$ cat src/logic/cps2_timing_pkg.sv
`default_nettype none

package cps2_timing_pkg;

    // Clock cycles of the 96 MHz clock between CPU enables, 16 MHz
    localparam int CPU_DIV_DEF = 6;

    // Clock cycles between pxl2_cen pulses, 16 MHz
    localparam int PXL_DIV_DEF = 6;

    // Enables of the CPU and pixel paths, all in the clk domain
    typedef struct packed {
        logic cpu_cen;
        // Half a CPU period after cpu_cen
        logic cpu_cenb;
        logic pxl2_cen;
        // Every second pxl2_cen
        logic pxl_cen;
    } cen_bus_t;

endpackage

`default_nettype wire

$ cat src/logic/cps2_sdram_pkg.sv
`default_nettype none

package cps2_sdram_pkg;

    localparam int SD_AW = 23;

    // Word address of the SDRAM, one 32-bit word per step
    typedef logic [SD_AW-1:0] sd_addr_t;

    // Graphics take the full word, CPU and DMA one half of it
    typedef union packed {
        logic [31:0]      full;
        logic [1:0][15:0] half;   // half[1] is the upper half
    } sd_word_u;

    // Client address counts 16-bit half words
    typedef struct packed {
        logic        cs;
        logic        wr;
        logic [23:0] addr;
        logic [15:0] din;
        logic [1:0]  dsn;
    } client_req_t;

    typedef struct packed {
        logic     ok;
        sd_word_u data;
    } client_rsp_t;

    // Bank port to SDRAM controller
    typedef struct packed {
        sd_addr_t    addr;
        logic        rd;
        logic        wr;
        logic [15:0] din;
        logic [1:0]  din_m;
    } bank_cmd_t;

    typedef struct packed {
        logic ack;
        logic rdy;
    } bank_stat_t;

endpackage

`default_nettype wire

$ cat src/logic/cps2_sys_ctrl.sv
`timescale 1ns/1ns
`default_nettype none

module cps2_sys_ctrl #(
    parameter int CPU_DIV = cps2_timing_pkg::CPU_DIV_DEF,
    parameter int PXL_DIV = cps2_timing_pkg::PXL_DIV_DEF
) (
    input  wire                       clk,
    input  wire                       rst_n,
    input  wire                       turbo,
    input  wire                       dma_busreq,
    input  wire                       cpu_busack,
    output logic                      sys_rst_n,
    output cps2_timing_pkg::cen_bus_t cen,
    output logic                      cpu_busreq,
    output logic                      dma_busack
);

    localparam int CW = $clog2(CPU_DIV);
    localparam int PW = $clog2(PXL_DIV);

    logic [1:0]    rst_sync;
    logic [CW-1:0] cpu_cnt;
    logic [PW-1:0] pxl_cnt;
    logic          pxl_half;
    logic          cpu_last;
    logic          pxl_last;

    // SDRAM side leaves reset on the second edge
    always_ff @(posedge clk or negedge rst_n) begin
        if (!rst_n) begin
            rst_sync <= 2'b00;
        end else begin
            rst_sync <= {rst_sync[0], 1'b1};
        end
    end

    assign sys_rst_n = rst_sync[1];

    assign cpu_last = cpu_cnt == CW'(CPU_DIV - 1);
    assign pxl_last = pxl_cnt == PW'(PXL_DIV - 1);

    always_ff @(posedge clk or negedge sys_rst_n) begin
        if (!sys_rst_n) begin
            cpu_cnt  <= '0;
            pxl_cnt  <= '0;
            pxl_half <= 1'b0;
            cen      <= '0;
        end else begin
            cpu_cnt <= cpu_last ? '0 : cpu_cnt + 1'b1;
            pxl_cnt <= pxl_last ? '0 : pxl_cnt + 1'b1;
            if (pxl_last) begin
                pxl_half <= ~pxl_half;
            end
            cen.cpu_cen  <= cpu_last;
            // 180 degree partner half a CPU period later
            cen.cpu_cenb <= cpu_cnt == CW'(CPU_DIV / 2 - 1);
            cen.pxl2_cen <= pxl_last;
            cen.pxl_cen  <= pxl_last & pxl_half;
        end
    end

    // Turbo lets video DMA run without halting the CPU
    assign cpu_busreq = dma_busreq & ~turbo;
    assign dma_busack = cpu_busack | turbo;

    a_cpu_cenb: assert property (@(posedge clk) disable iff (!sys_rst_n)
        cen.cpu_cen |-> !cen.cpu_cenb ##(CPU_DIV / 2) cen.cpu_cenb);

    a_pxl_cen: assert property (@(posedge clk) disable iff (!sys_rst_n)
        cen.pxl_cen |-> cen.pxl2_cen ##PXL_DIV (cen.pxl2_cen && !cen.pxl_cen));

endmodule

`default_nettype wire

$ cat src/logic/cps2_bank_port.sv
`timescale 1ns/1ns
`default_nettype none

module cps2_bank_port #(
    parameter int NCLIENT  = 1,
    parameter bit WRITABLE = 1'b0
) (
    input  wire                                        clk,
    input  wire                                        rst_n,
    input  wire cps2_sdram_pkg::client_req_t [NCLIENT-1:0] req,
    input  wire cps2_sdram_pkg::bank_stat_t            stat,
    input  wire cps2_sdram_pkg::sd_word_u              data_read,
    output cps2_sdram_pkg::client_rsp_t [NCLIENT-1:0]  rsp,
    output cps2_sdram_pkg::bank_cmd_t                  cmd
);

    import cps2_sdram_pkg::*;

    localparam int SW = (NCLIENT > 1) ? $clog2(NCLIENT) : 1;

    typedef enum logic [1:0] {
        ST_IDLE,
        ST_CMD,
        ST_WAIT
    } state_t;

    state_t             state;
    logic [SW-1:0]      sel;
    logic [SW-1:0]      win;
    logic               any_cs;
    logic               wr_win;
    logic [NCLIENT-1:0] ok_q;
    logic               cmd_rd;
    logic               cmd_wr;
    sd_addr_t           cmd_addr;
    logic [15:0]        cmd_din;
    logic [1:0]         cmd_mask;
    sd_word_u           rd_word;

    // Fixed priority, index 0 wins. A client in its ok cycle is skipped
    always_comb begin
        any_cs = 1'b0;
        win    = '0;
        for (int i = NCLIENT - 1; i >= 0; i--) begin
            if (req[i].cs && !ok_q[i]) begin
                any_cs = 1'b1;
                win    = SW'(i);
            end
        end
        wr_win = req[win].wr & WRITABLE;
    end

    always_ff @(posedge clk or negedge rst_n) begin
        if (!rst_n) begin
            state  <= ST_IDLE;
            sel    <= '0;
            cmd_rd <= 1'b0;
            cmd_wr <= 1'b0;
            ok_q   <= '0;
        end else begin
            ok_q <= '0;
            case (state)
                ST_IDLE: begin
                    if (any_cs) begin
                        sel    <= win;
                        cmd_rd <= ~wr_win;
                        cmd_wr <= wr_win;
                        state  <= ST_CMD;
                    end
                end
                // Held until the controller takes it
                ST_CMD: begin
                    if (stat.ack) begin
                        cmd_rd <= 1'b0;
                        cmd_wr <= 1'b0;
                        state  <= ST_WAIT;
                    end
                end
                ST_WAIT: begin
                    if (stat.rdy) begin
                        ok_q[sel] <= 1'b1;
                        state     <= ST_IDLE;
                    end
                end
                default: state <= ST_IDLE;
            endcase
        end
    end

    always_ff @(posedge clk) begin
        if (state == ST_IDLE && any_cs) begin
            cmd_addr <= req[win].addr[SD_AW:1];
            cmd_din  <= req[win].din;
            cmd_mask <= req[win].dsn;
        end
        if (state == ST_WAIT && stat.rdy) begin
            rd_word <= data_read;
        end
    end

    assign cmd = '{addr: cmd_addr, rd: cmd_rd, wr: cmd_wr, din: cmd_din, din_m: cmd_mask};

    // Both views go back, the client picks full or half
    always_comb begin
        for (int i = 0; i < NCLIENT; i++) begin
            rsp[i].ok   = ok_q[i];
            rsp[i].data = rd_word;
        end
    end

    a_cmd_excl: assert property (@(posedge clk) disable iff (!rst_n)
        !(cmd.rd && cmd.wr));

    a_one_ok: assert property (@(posedge clk) disable iff (!rst_n)
        $onehot0(ok_q));

    a_read_only: assert property (@(posedge clk) disable iff (!rst_n)
        !WRITABLE |-> !cmd.wr);

endmodule

`default_nettype wire

$ cat src/logic/cps2_core.sv
`timescale 1ns/1ns
`default_nettype none

module cps2_core #(
    parameter int CPU_DIV = cps2_timing_pkg::CPU_DIV_DEF,
    parameter int PXL_DIV = cps2_timing_pkg::PXL_DIV_DEF
) (
    input  wire                          clk,
    input  wire                          rst_n,
    input  wire                          turbo,
    input  wire                          dma_busreq,
    input  wire                          cpu_busack,
    input  wire cps2_sdram_pkg::client_req_t main_ram_req,
    input  wire cps2_sdram_pkg::client_req_t vram_dma_req,
    input  wire cps2_sdram_pkg::client_req_t main_rom_req,
    input  wire cps2_sdram_pkg::client_req_t rom0_req,
    input  wire cps2_sdram_pkg::client_req_t rom1_req,
    input  wire cps2_sdram_pkg::bank_stat_t  bank_stat [4],
    input  wire cps2_sdram_pkg::sd_word_u    data_read,
    output cps2_timing_pkg::cen_bus_t        cen,
    output logic                             cpu_busreq,
    output logic                             dma_busack,
    output cps2_sdram_pkg::client_rsp_t      main_ram_rsp,
    output cps2_sdram_pkg::client_rsp_t      vram_dma_rsp,
    output cps2_sdram_pkg::client_rsp_t      main_rom_rsp,
    output cps2_sdram_pkg::client_rsp_t      rom0_rsp,
    output cps2_sdram_pkg::client_rsp_t      rom1_rsp,
    output cps2_sdram_pkg::bank_cmd_t        bank_cmd [4]
);

    import cps2_sdram_pkg::*;

    logic              sys_rst_n;
    client_req_t [1:0] bank0_req;
    client_rsp_t [1:0] bank0_rsp;

    cps2_sys_ctrl #(
        .CPU_DIV    ( CPU_DIV       ),
        .PXL_DIV    ( PXL_DIV       )
    ) u_sys_ctrl (
        .clk        ( clk           ),
        .rst_n      ( rst_n         ),
        .turbo      ( turbo         ),
        .dma_busreq ( dma_busreq    ),
        .cpu_busack ( cpu_busack    ),
        .sys_rst_n  ( sys_rst_n     ),
        .cen        ( cen           ),
        .cpu_busreq ( cpu_busreq    ),
        .dma_busack ( dma_busack    )
    );

    // Bank 0 shares RAM and VRAM DMA, RAM first
    assign bank0_req = {vram_dma_req, main_ram_req};
    assign {vram_dma_rsp, main_ram_rsp} = bank0_rsp;

    cps2_bank_port #(.NCLIENT(2), .WRITABLE(1'b1)) u_bank0 (
        .clk        ( clk           ),
        .rst_n      ( sys_rst_n     ),
        .req        ( bank0_req     ),
        .stat       ( bank_stat[0]  ),
        .data_read  ( data_read     ),
        .rsp        ( bank0_rsp     ),
        .cmd        ( bank_cmd[0]   )
    );

    // Read only banks, one client each
    cps2_bank_port #(.NCLIENT(1), .WRITABLE(1'b0)) u_bank1 (
        .clk        ( clk           ),
        .rst_n      ( sys_rst_n     ),
        .req        ( main_rom_req  ),
        .stat       ( bank_stat[1]  ),
        .data_read  ( data_read     ),
        .rsp        ( main_rom_rsp  ),
        .cmd        ( bank_cmd[1]   )
    );

    cps2_bank_port #(.NCLIENT(1), .WRITABLE(1'b0)) u_bank2 (
        .clk        ( clk           ),
        .rst_n      ( sys_rst_n     ),
        .req        ( rom0_req      ),
        .stat       ( bank_stat[2]  ),
        .data_read  ( data_read     ),
        .rsp        ( rom0_rsp      ),
        .cmd        ( bank_cmd[2]   )
    );

    cps2_bank_port #(.NCLIENT(1), .WRITABLE(1'b0)) u_bank3 (
        .clk        ( clk           ),
        .rst_n      ( sys_rst_n     ),
        .req        ( rom1_req      ),
        .stat       ( bank_stat[3]  ),
        .data_read  ( data_read     ),
        .rsp        ( rom1_rsp      ),
        .cmd        ( bank_cmd[3]   )
    );

endmodule

`default_nettype wire

$ cat config.mk
export PLATFORM = sky130hd
export DESIGN_NAME = cps2_core
export DESIGN_NICKNAME = d
export VERILOG_FILES = /design/src/logic/cps2_timing_pkg.sv /design/src/logic/cps2_sdram_pkg.sv /design/src/logic/cps2_sys_ctrl.sv /design/src/logic/cps2_bank_port.sv /design/src/logic/cps2_core.sv
export SDC_FILE = /design/constraint.sdc
export NUM_CORES = 1
export LEC_CHECK = 0
export BUFFER_PORTS_ARGS = -buffer_cell sky130_fd_sc_hd__clkbuf_2
export CORE_AREA = 2 2 233 235
export DETAILED_ROUTE_END_ITERATION = 8
export DIE_AREA = 0 0 235 237
export PLACE_DENSITY = 0.4
export SYNTH_ARGS = -nofsm -noshare
export SYNTH_HDL_FRONTEND = slang
export SYNTH_HIERARCHICAL = 1
export SYNTH_SLANG_ARGS = --single-unit
export TNS_END_PERCENT = 20
$ cat constraint.sdc
create_clock -name clk -period 1.5 [get_ports clk]
set_input_delay 0.375 -clock clk [delete_from_list [all_inputs] [get_ports clk]]
set_output_delay 0.375 -clock clk [all_outputs]
set_load 0.01 [all_outputs]
* Yosys cells after proc, flatten, opt, wreduce, memory -nomap -nowiden
Index checks and enable logic that the tools add are counted.
** Word-level totals
- Register bits :: 327
- Bits of input ports :: 265
- Output and inout port bits :: 343
** Cells by class
- $add $sub $neg :: 2
- Magnitude comparators :: 3
- Eq/ne operators :: 23
- Multiplexer cells :: 56
- Bitwise operators :: 6
- Reductions and logical operators :: 36
** Operator list (count)
- two-way mux 43 bit :: 2
- two-way mux 2 bit :: 14
- two-way mux 1 bit :: 25
- one-hot mux 2 bit (3 select lines) :: 4
- AND reduction 3 bit :: 8
- != test 2 bit (second input constant) :: 8
- one-hot mux 1 bit (2 select lines) :: 8
- logical AND 1 bit :: 14
- equality test 2 x 1 -> 1 bit (second input constant) :: 4
- equality test 2 bit (second input constant) :: 4
- logical NOT 2 bit :: 4
- != test 2 x 1 -> 1 bit (second input constant) :: 4
- nonzero test 2 bit :: 4
- adder 3 x 1 -> 3 bit (second input constant) :: 2
- equality test 3 bit (second input constant) :: 2
- two-way mux 3 bit :: 2
- logical NOT 1 bit :: 5
- less-than comparator 1 x 2 -> 1 bit (second input constant) :: 2
- equality test 3 x 2 -> 1 bit (second input constant) :: 1
- inverter 1 bit :: 3
- AND 1 bit :: 2
- AND reduction 2 bit :: 1
- demux 1 bit (select 1 bit) :: 1
- greater-or-equal comparator 1 bit (second input constant) :: 1
- OR 1 bit :: 1

* Depth between registers and ports, before layout
- Word-level depth :: 9
- Depth in mapped cells :: 4
- Depth with buffers taken out :: 3

* Cells and area by module
The synthesis kept the hierarchy.
** Modules (own cells, without submodules)
- cps2_bank_port at u_bank1 ... :: instances 3, cells each 93, area an instance 2397.3 µm²
- cps2_bank_port at u_bank0 :: instances 1, cells each 185, area an instance 3462.1 µm²
- cps2_sys_ctrl :: instances 1, cells each 33, area an instance 444.2 µm²

* Worst setup path before layout
No wires, ideal clock.
- Kind :: reg2reg
- Start point :: register u_bank1.state[0]
- End point :: register u_bank1/rd_word[0] (netlist bit), enable pin
- Library setup time :: 422 ps
- Arrival time :: 1929 ps
- Required time :: 1078 ps
- Setup slack :: -851 ps
- Cell stages (with the launch flop) :: 3
- Path through :: dfrtp_1 -> nand2b_1 -> nor2_1
** Between the ends
- Longest elaborated chain between the ends :: 2
** Ends and longest elaborated chain
- start, declared :: line cps2_bank_port.sv:27 : state_t state;
- start signal, assigned :: line cps2_bank_port.sv:55 : state <= ST_IDLE;
- start signal, assigned :: line cps2_bank_port.sv:68 : state <= ST_CMD;
- start signal, assigned :: line cps2_bank_port.sv:76 : state <= ST_WAIT;
- equality test 2 bit :: line cps2_bank_port.sv:96 : if (state == ST_WAIT && stat.rdy) begin
- logical AND 1 bit :: line cps2_bank_port.sv:96
- end signal, assigned :: line cps2_bank_port.sv:97 : rd_word <= data_read;
- end, declared :: line cps2_bank_port.sv:38 : sd_word_u rd_word;
No other way between the ends.
A chain may end at the register's enable or synchronous reset.

* Worst setup path after layout
- Start point :: register u_bank0.ok_q[0]
- End point :: output port main_ram_rsp[32] (netlist bit)
** RTL lines
- start, declared :: line cps2_bank_port.sv:32 : logic [NCLIENT-1:0] ok_q;
- start signal, assigned :: line cps2_bank_port.sv:59 : ok_q <= '0;
- start signal, assigned :: line cps2_bank_port.sv:61 : ok_q <= '0;
- start signal, assigned by index :: line cps2_bank_port.sv:81 : ok_q[sel] <= 1'b1;
- end, declared :: line cps2_core.sv:23 : output cps2_sdram_pkg::client_rsp_t main_ram_rsp,
No word-level cell between the ends.

==> metrics.md <==
| Metric | Value |
|---|---|
| Die Area | `55700 µm²` |
| Dpl hpwl | `23.83 mm` |
| DR DRC count | `0` |
| Final setup viols | `3` |
| Die X | `roughly 240 µm` |
| Setup WS post-layout | `-0.01832 ns` |
| Syn_area_per_cell | `approximately 22 µm²` |
| CP Launch Type | `register` |
| Sink Count | `324` |
| Utilization after layout | `32.66%` |
| Fmax | `658.6 MHz` |
| Mapped cell area | `approximately 11000 µm²` |
| R2r setup slk | `0.03 ns` |
| Global route overflow | `0` |
| Seq cells post-synth | `324` |
| Antenna cell count | `0` |
| Worst path required time | `1.12 ns` |
| Predominant post-synthesis flop cell | `edfxtp_1` |
| Number of flops mapped to enable cells by yosys | `292` |
| Maxcap violations | `0` |
| Placed insts | `approximately 1800` |
| Worst-case clock buffer depth | `3` |
| Commonest cells after routing, fill and taps aside | `clkbuf_2 (587), edfxtp_1 (292), dlygate4sd3_1 (121)` |
| Crit path time final | `1.518 ns` |
| Syn Inst Count | `497` |
| Total number of H-tree levels | `2` |
| Critical path type | `register to output port` |
| Total Routed Length | `32.07 mm` |
| First-pass GRT wire length | `approximately 46 mm` |
| Peak fanout along the critical path | `2` |
| Crit path capture type | `output port` |
| Initial antenna violation count | `1` |
| Clock transition at path regs | `0.05 ns` |
| Pwr dens | `1555 nW/µm²` |
| Die height | `237 µm` |
| GRT Overall Usage | `10.98%` |
| Largest net degree at the start of global routing | `34` |
| Hold Crit Class | `input pin to register` |
| Setup Buffers After CTS | `0` |
| Starting density of the core | `roughly a fifth` |
| Final Non-Filler Cells | `1954` |
| Net Sw Power | `between 0.007 and 0.008 W` |
| Met2 wire len | `16.71 mm` |
| Seq/Total Area, Yosys | `86.22%` |
| # nets final | `1495` |
| CTS tree | `done` |
| Cell Area, Placed | `between 10000 and 15000 µm²` |
| Internal | `0.01972 W` |
| Hold Fails Final Rpt | `0` |
| Final Cycle Share | `101.2%` |
| Switching share of power | `27.13%` |
| Core Box Area | `53280 µm²` |
| 1st-iter DRT viols | `270` |
| Most common cell after layout, fill and taps aside | `clkbuf_2` |
| IO buf count | `596` |
| RSZ-0062 raised after global routing | `yes` |
| Num rows | `85` |
| Fraction of layout cells with a size suffix above 1 | `between 50% and 60%` |
| Worst-Skew Late Latency | `0.53 ns` |
| Cts bufs inserted | `38` |
| Worst Path Arrival | `1.14 ns` |
| Power Total | `0.02706 W` |
| Routed via count | `7183` |
| Post-synth ARST share | `9.877%` |
| Status | `finished, violations left` |
| P&R area growth vs syn | `56.82%` |
| Distinct cells, synth | `38` |
| Wire length on met3 | `2.908 mm` |
| Clock power share | `between 30% and 40%` |
| Root Driver | `clkbuf_16` |
| Antenna-violating nets left | `0` |
| Final Max Slew Viols | `0` |
| I/O pin total | `608` |
| Pre-antenna DRT Iters | `4` |
| Number of global-route vias before repair | `7516` |
| Drt wl/cell | `16.41 µm` |
| Total number of yosys warnings | `6` |
| Syn Nets | `approximately 760` |
| Failing checks | `negative setup slack` |
| Vias/cell | `3.676` |
| Sequential cell fraction of total power | `46.8%` |
| Final instance area | `about 17000 µm²` |
| Top layer in use | `met5` |
| Maximum vdd ir drop | `0.7930 mV` |
| Comb power frac | `20.8%` |
| Pleak | `7.447 nW` |
| GP Congestion | `0.7361` |
| DRT met1 WL | `11.58 mm` |
| Setup Skew | `between 0.02 and 0.025 ns` |
-- registers in the layout, indices dropped and copies added (netlist names), 3 cells and up --
| register | cells |
|---|---|
| u_bank1/rd_word | 32 |
| u_bank2/cmd_addr | 23 |
| u_bank1/cmd_din | 16 |
| u_bank0/cmd_din | 16 |
| u_bank2/cmd_din | 16 |
| u_bank0/rd_word | 32 |
| u_bank3/cmd_din | 16 |
| u_bank2/rd_word | 32 |
| u_sys_ctrl/cen | 4 |
| u_bank3/rd_word | 32 |
| u_bank3/cmd_addr | 23 |
| u_sys_ctrl/pxl_cnt | 3 |
| u_bank0/cmd_addr | 23 |
| u_sys_ctrl/cpu_cnt | 3 |
| u_bank1/cmd_addr | 23 |
-- worst paths after layout --
path	from	end	cells after the start
max	u_bank0/ok_q[0]	main_ram_rsp[32]	2
min	rom1_req[16]	u_bank3/cmd_din[14]	1
max reg2reg	u_bank0/ok_q[1]	u_bank0/cmd_din[7]	4
min reg2reg	u_sys_ctrl/rst_sync[1]	u_bank3/state[1]	0
max in group asynchronous	u_sys_ctrl/rst_sync[1]	u_bank0/state[1]	1
min in group asynchronous	u_sys_ctrl/rst_sync[1]	u_bank3/state[1]	0
-- area by class of cell --
type	instances	area (µm²)
inverters	7	26.28
multi-input cells	118	1192
repair buffers	741	4557
clock buffers	50	1047
well taps	696	870.8
fillers	5249	35880
flip-flops and latches	324	9570
clock inverters	18	140.1
-- synthesized netlist by cell type (3+ instances only) --
| cell type | n | area [µm²] |
|---|---|---|
| buf_6 | 4 | 45.04 |
| nand2_1 | 7 | 26.28 |
| inv_1 | 7 | 26.28 |
| mux2_4 | 39 | 585.6 |
| nand2b_1 | 7 | 43.79 |
| o21ai_0 | 3 | 15.01 |
| and2b_1 | 3 | 22.52 |
| a21oi_1 | 3 | 15.01 |
| o22ai_1 | 3 | 18.77 |
| edfxtp_1 | 292 | 8768 |
| conb_1 | 4 | 15.01 |
| o221a_1 | 3 | 33.78 |
| buf_4 | 43 | 322.8 |
| dfrtp_1 | 32 | 800.8 |
| or2b_1 | 6 | 45.04 |
| nor3b_1 | 4 | 30.03 |
| or3b_1 | 3 | 26.28 |
| nor2_1 | 8 | 30.03 |
-- worst max-delay path: stages, from the launching register on --
cell and delay [ns]:
dfrtp_1 0.38, buf_6 0.13, buf_8 0.11
-- through the flow --
step           TNS [ns]  hold WS (ns)  worst slack, ns
2_1_floorplan    -49.15       0.07941          -0.3171
3_3_place_gp    -0.4404        0.1186         -0.02186
3_5_place_dp    -0.4710        0.1191         -0.02610
4_1_cts          -1.212     0.0006132         -0.08783
5_1_grt          -1.599      0.006001         -0.07985
6_report       -0.03675       0.04976         -0.01832
-- layer usage --
metal | vias to the layer above | track usage [%]
met5 | - | 0
met4 | 2 | 3.644
met3 | 52 | 4.628
met2 | 327 | 19.63
met1 | 3471 | 11.60
li1 | 3331 | -
-- kinds of logic (layout without fill, tap and decap cells) --
kind of cell	Yosys count	in the layout	share of synthesized area, %
flops	324	324	86.22
buf+inv	55	816	3.596
simple gates	53	53	3.134
mux	42	42	5.569
compound gates	18	18	1.263
other cells	4	4	0.1352
xor+xnor	1	1	0.07893
-- timing repair --
action,CTS,global route
gates cloned,0,0
setup endpoints to repair,45,119
endpoints found under the hold margin,121,1
hold buffers,120,1
gates resized for setup,4,11
-- power groups by stage --
stage | Clock, W | Combinational, W | Sequential (W)
after global routing | 0.00950 | 0.00607 | 0.0128
after CTS | 0.00915 | 0.00575 | 0.0127
after floorplan | 0 | 0.00180 | 0.0136
after global placement | 0 | 0.00551 | 0.0128
final | 0.00877 | 0.00562 | 0.0127
after detailed placement | 0 | 0.00547 | 0.0129
No activity file was read; power rests on OpenSTA's default activity.
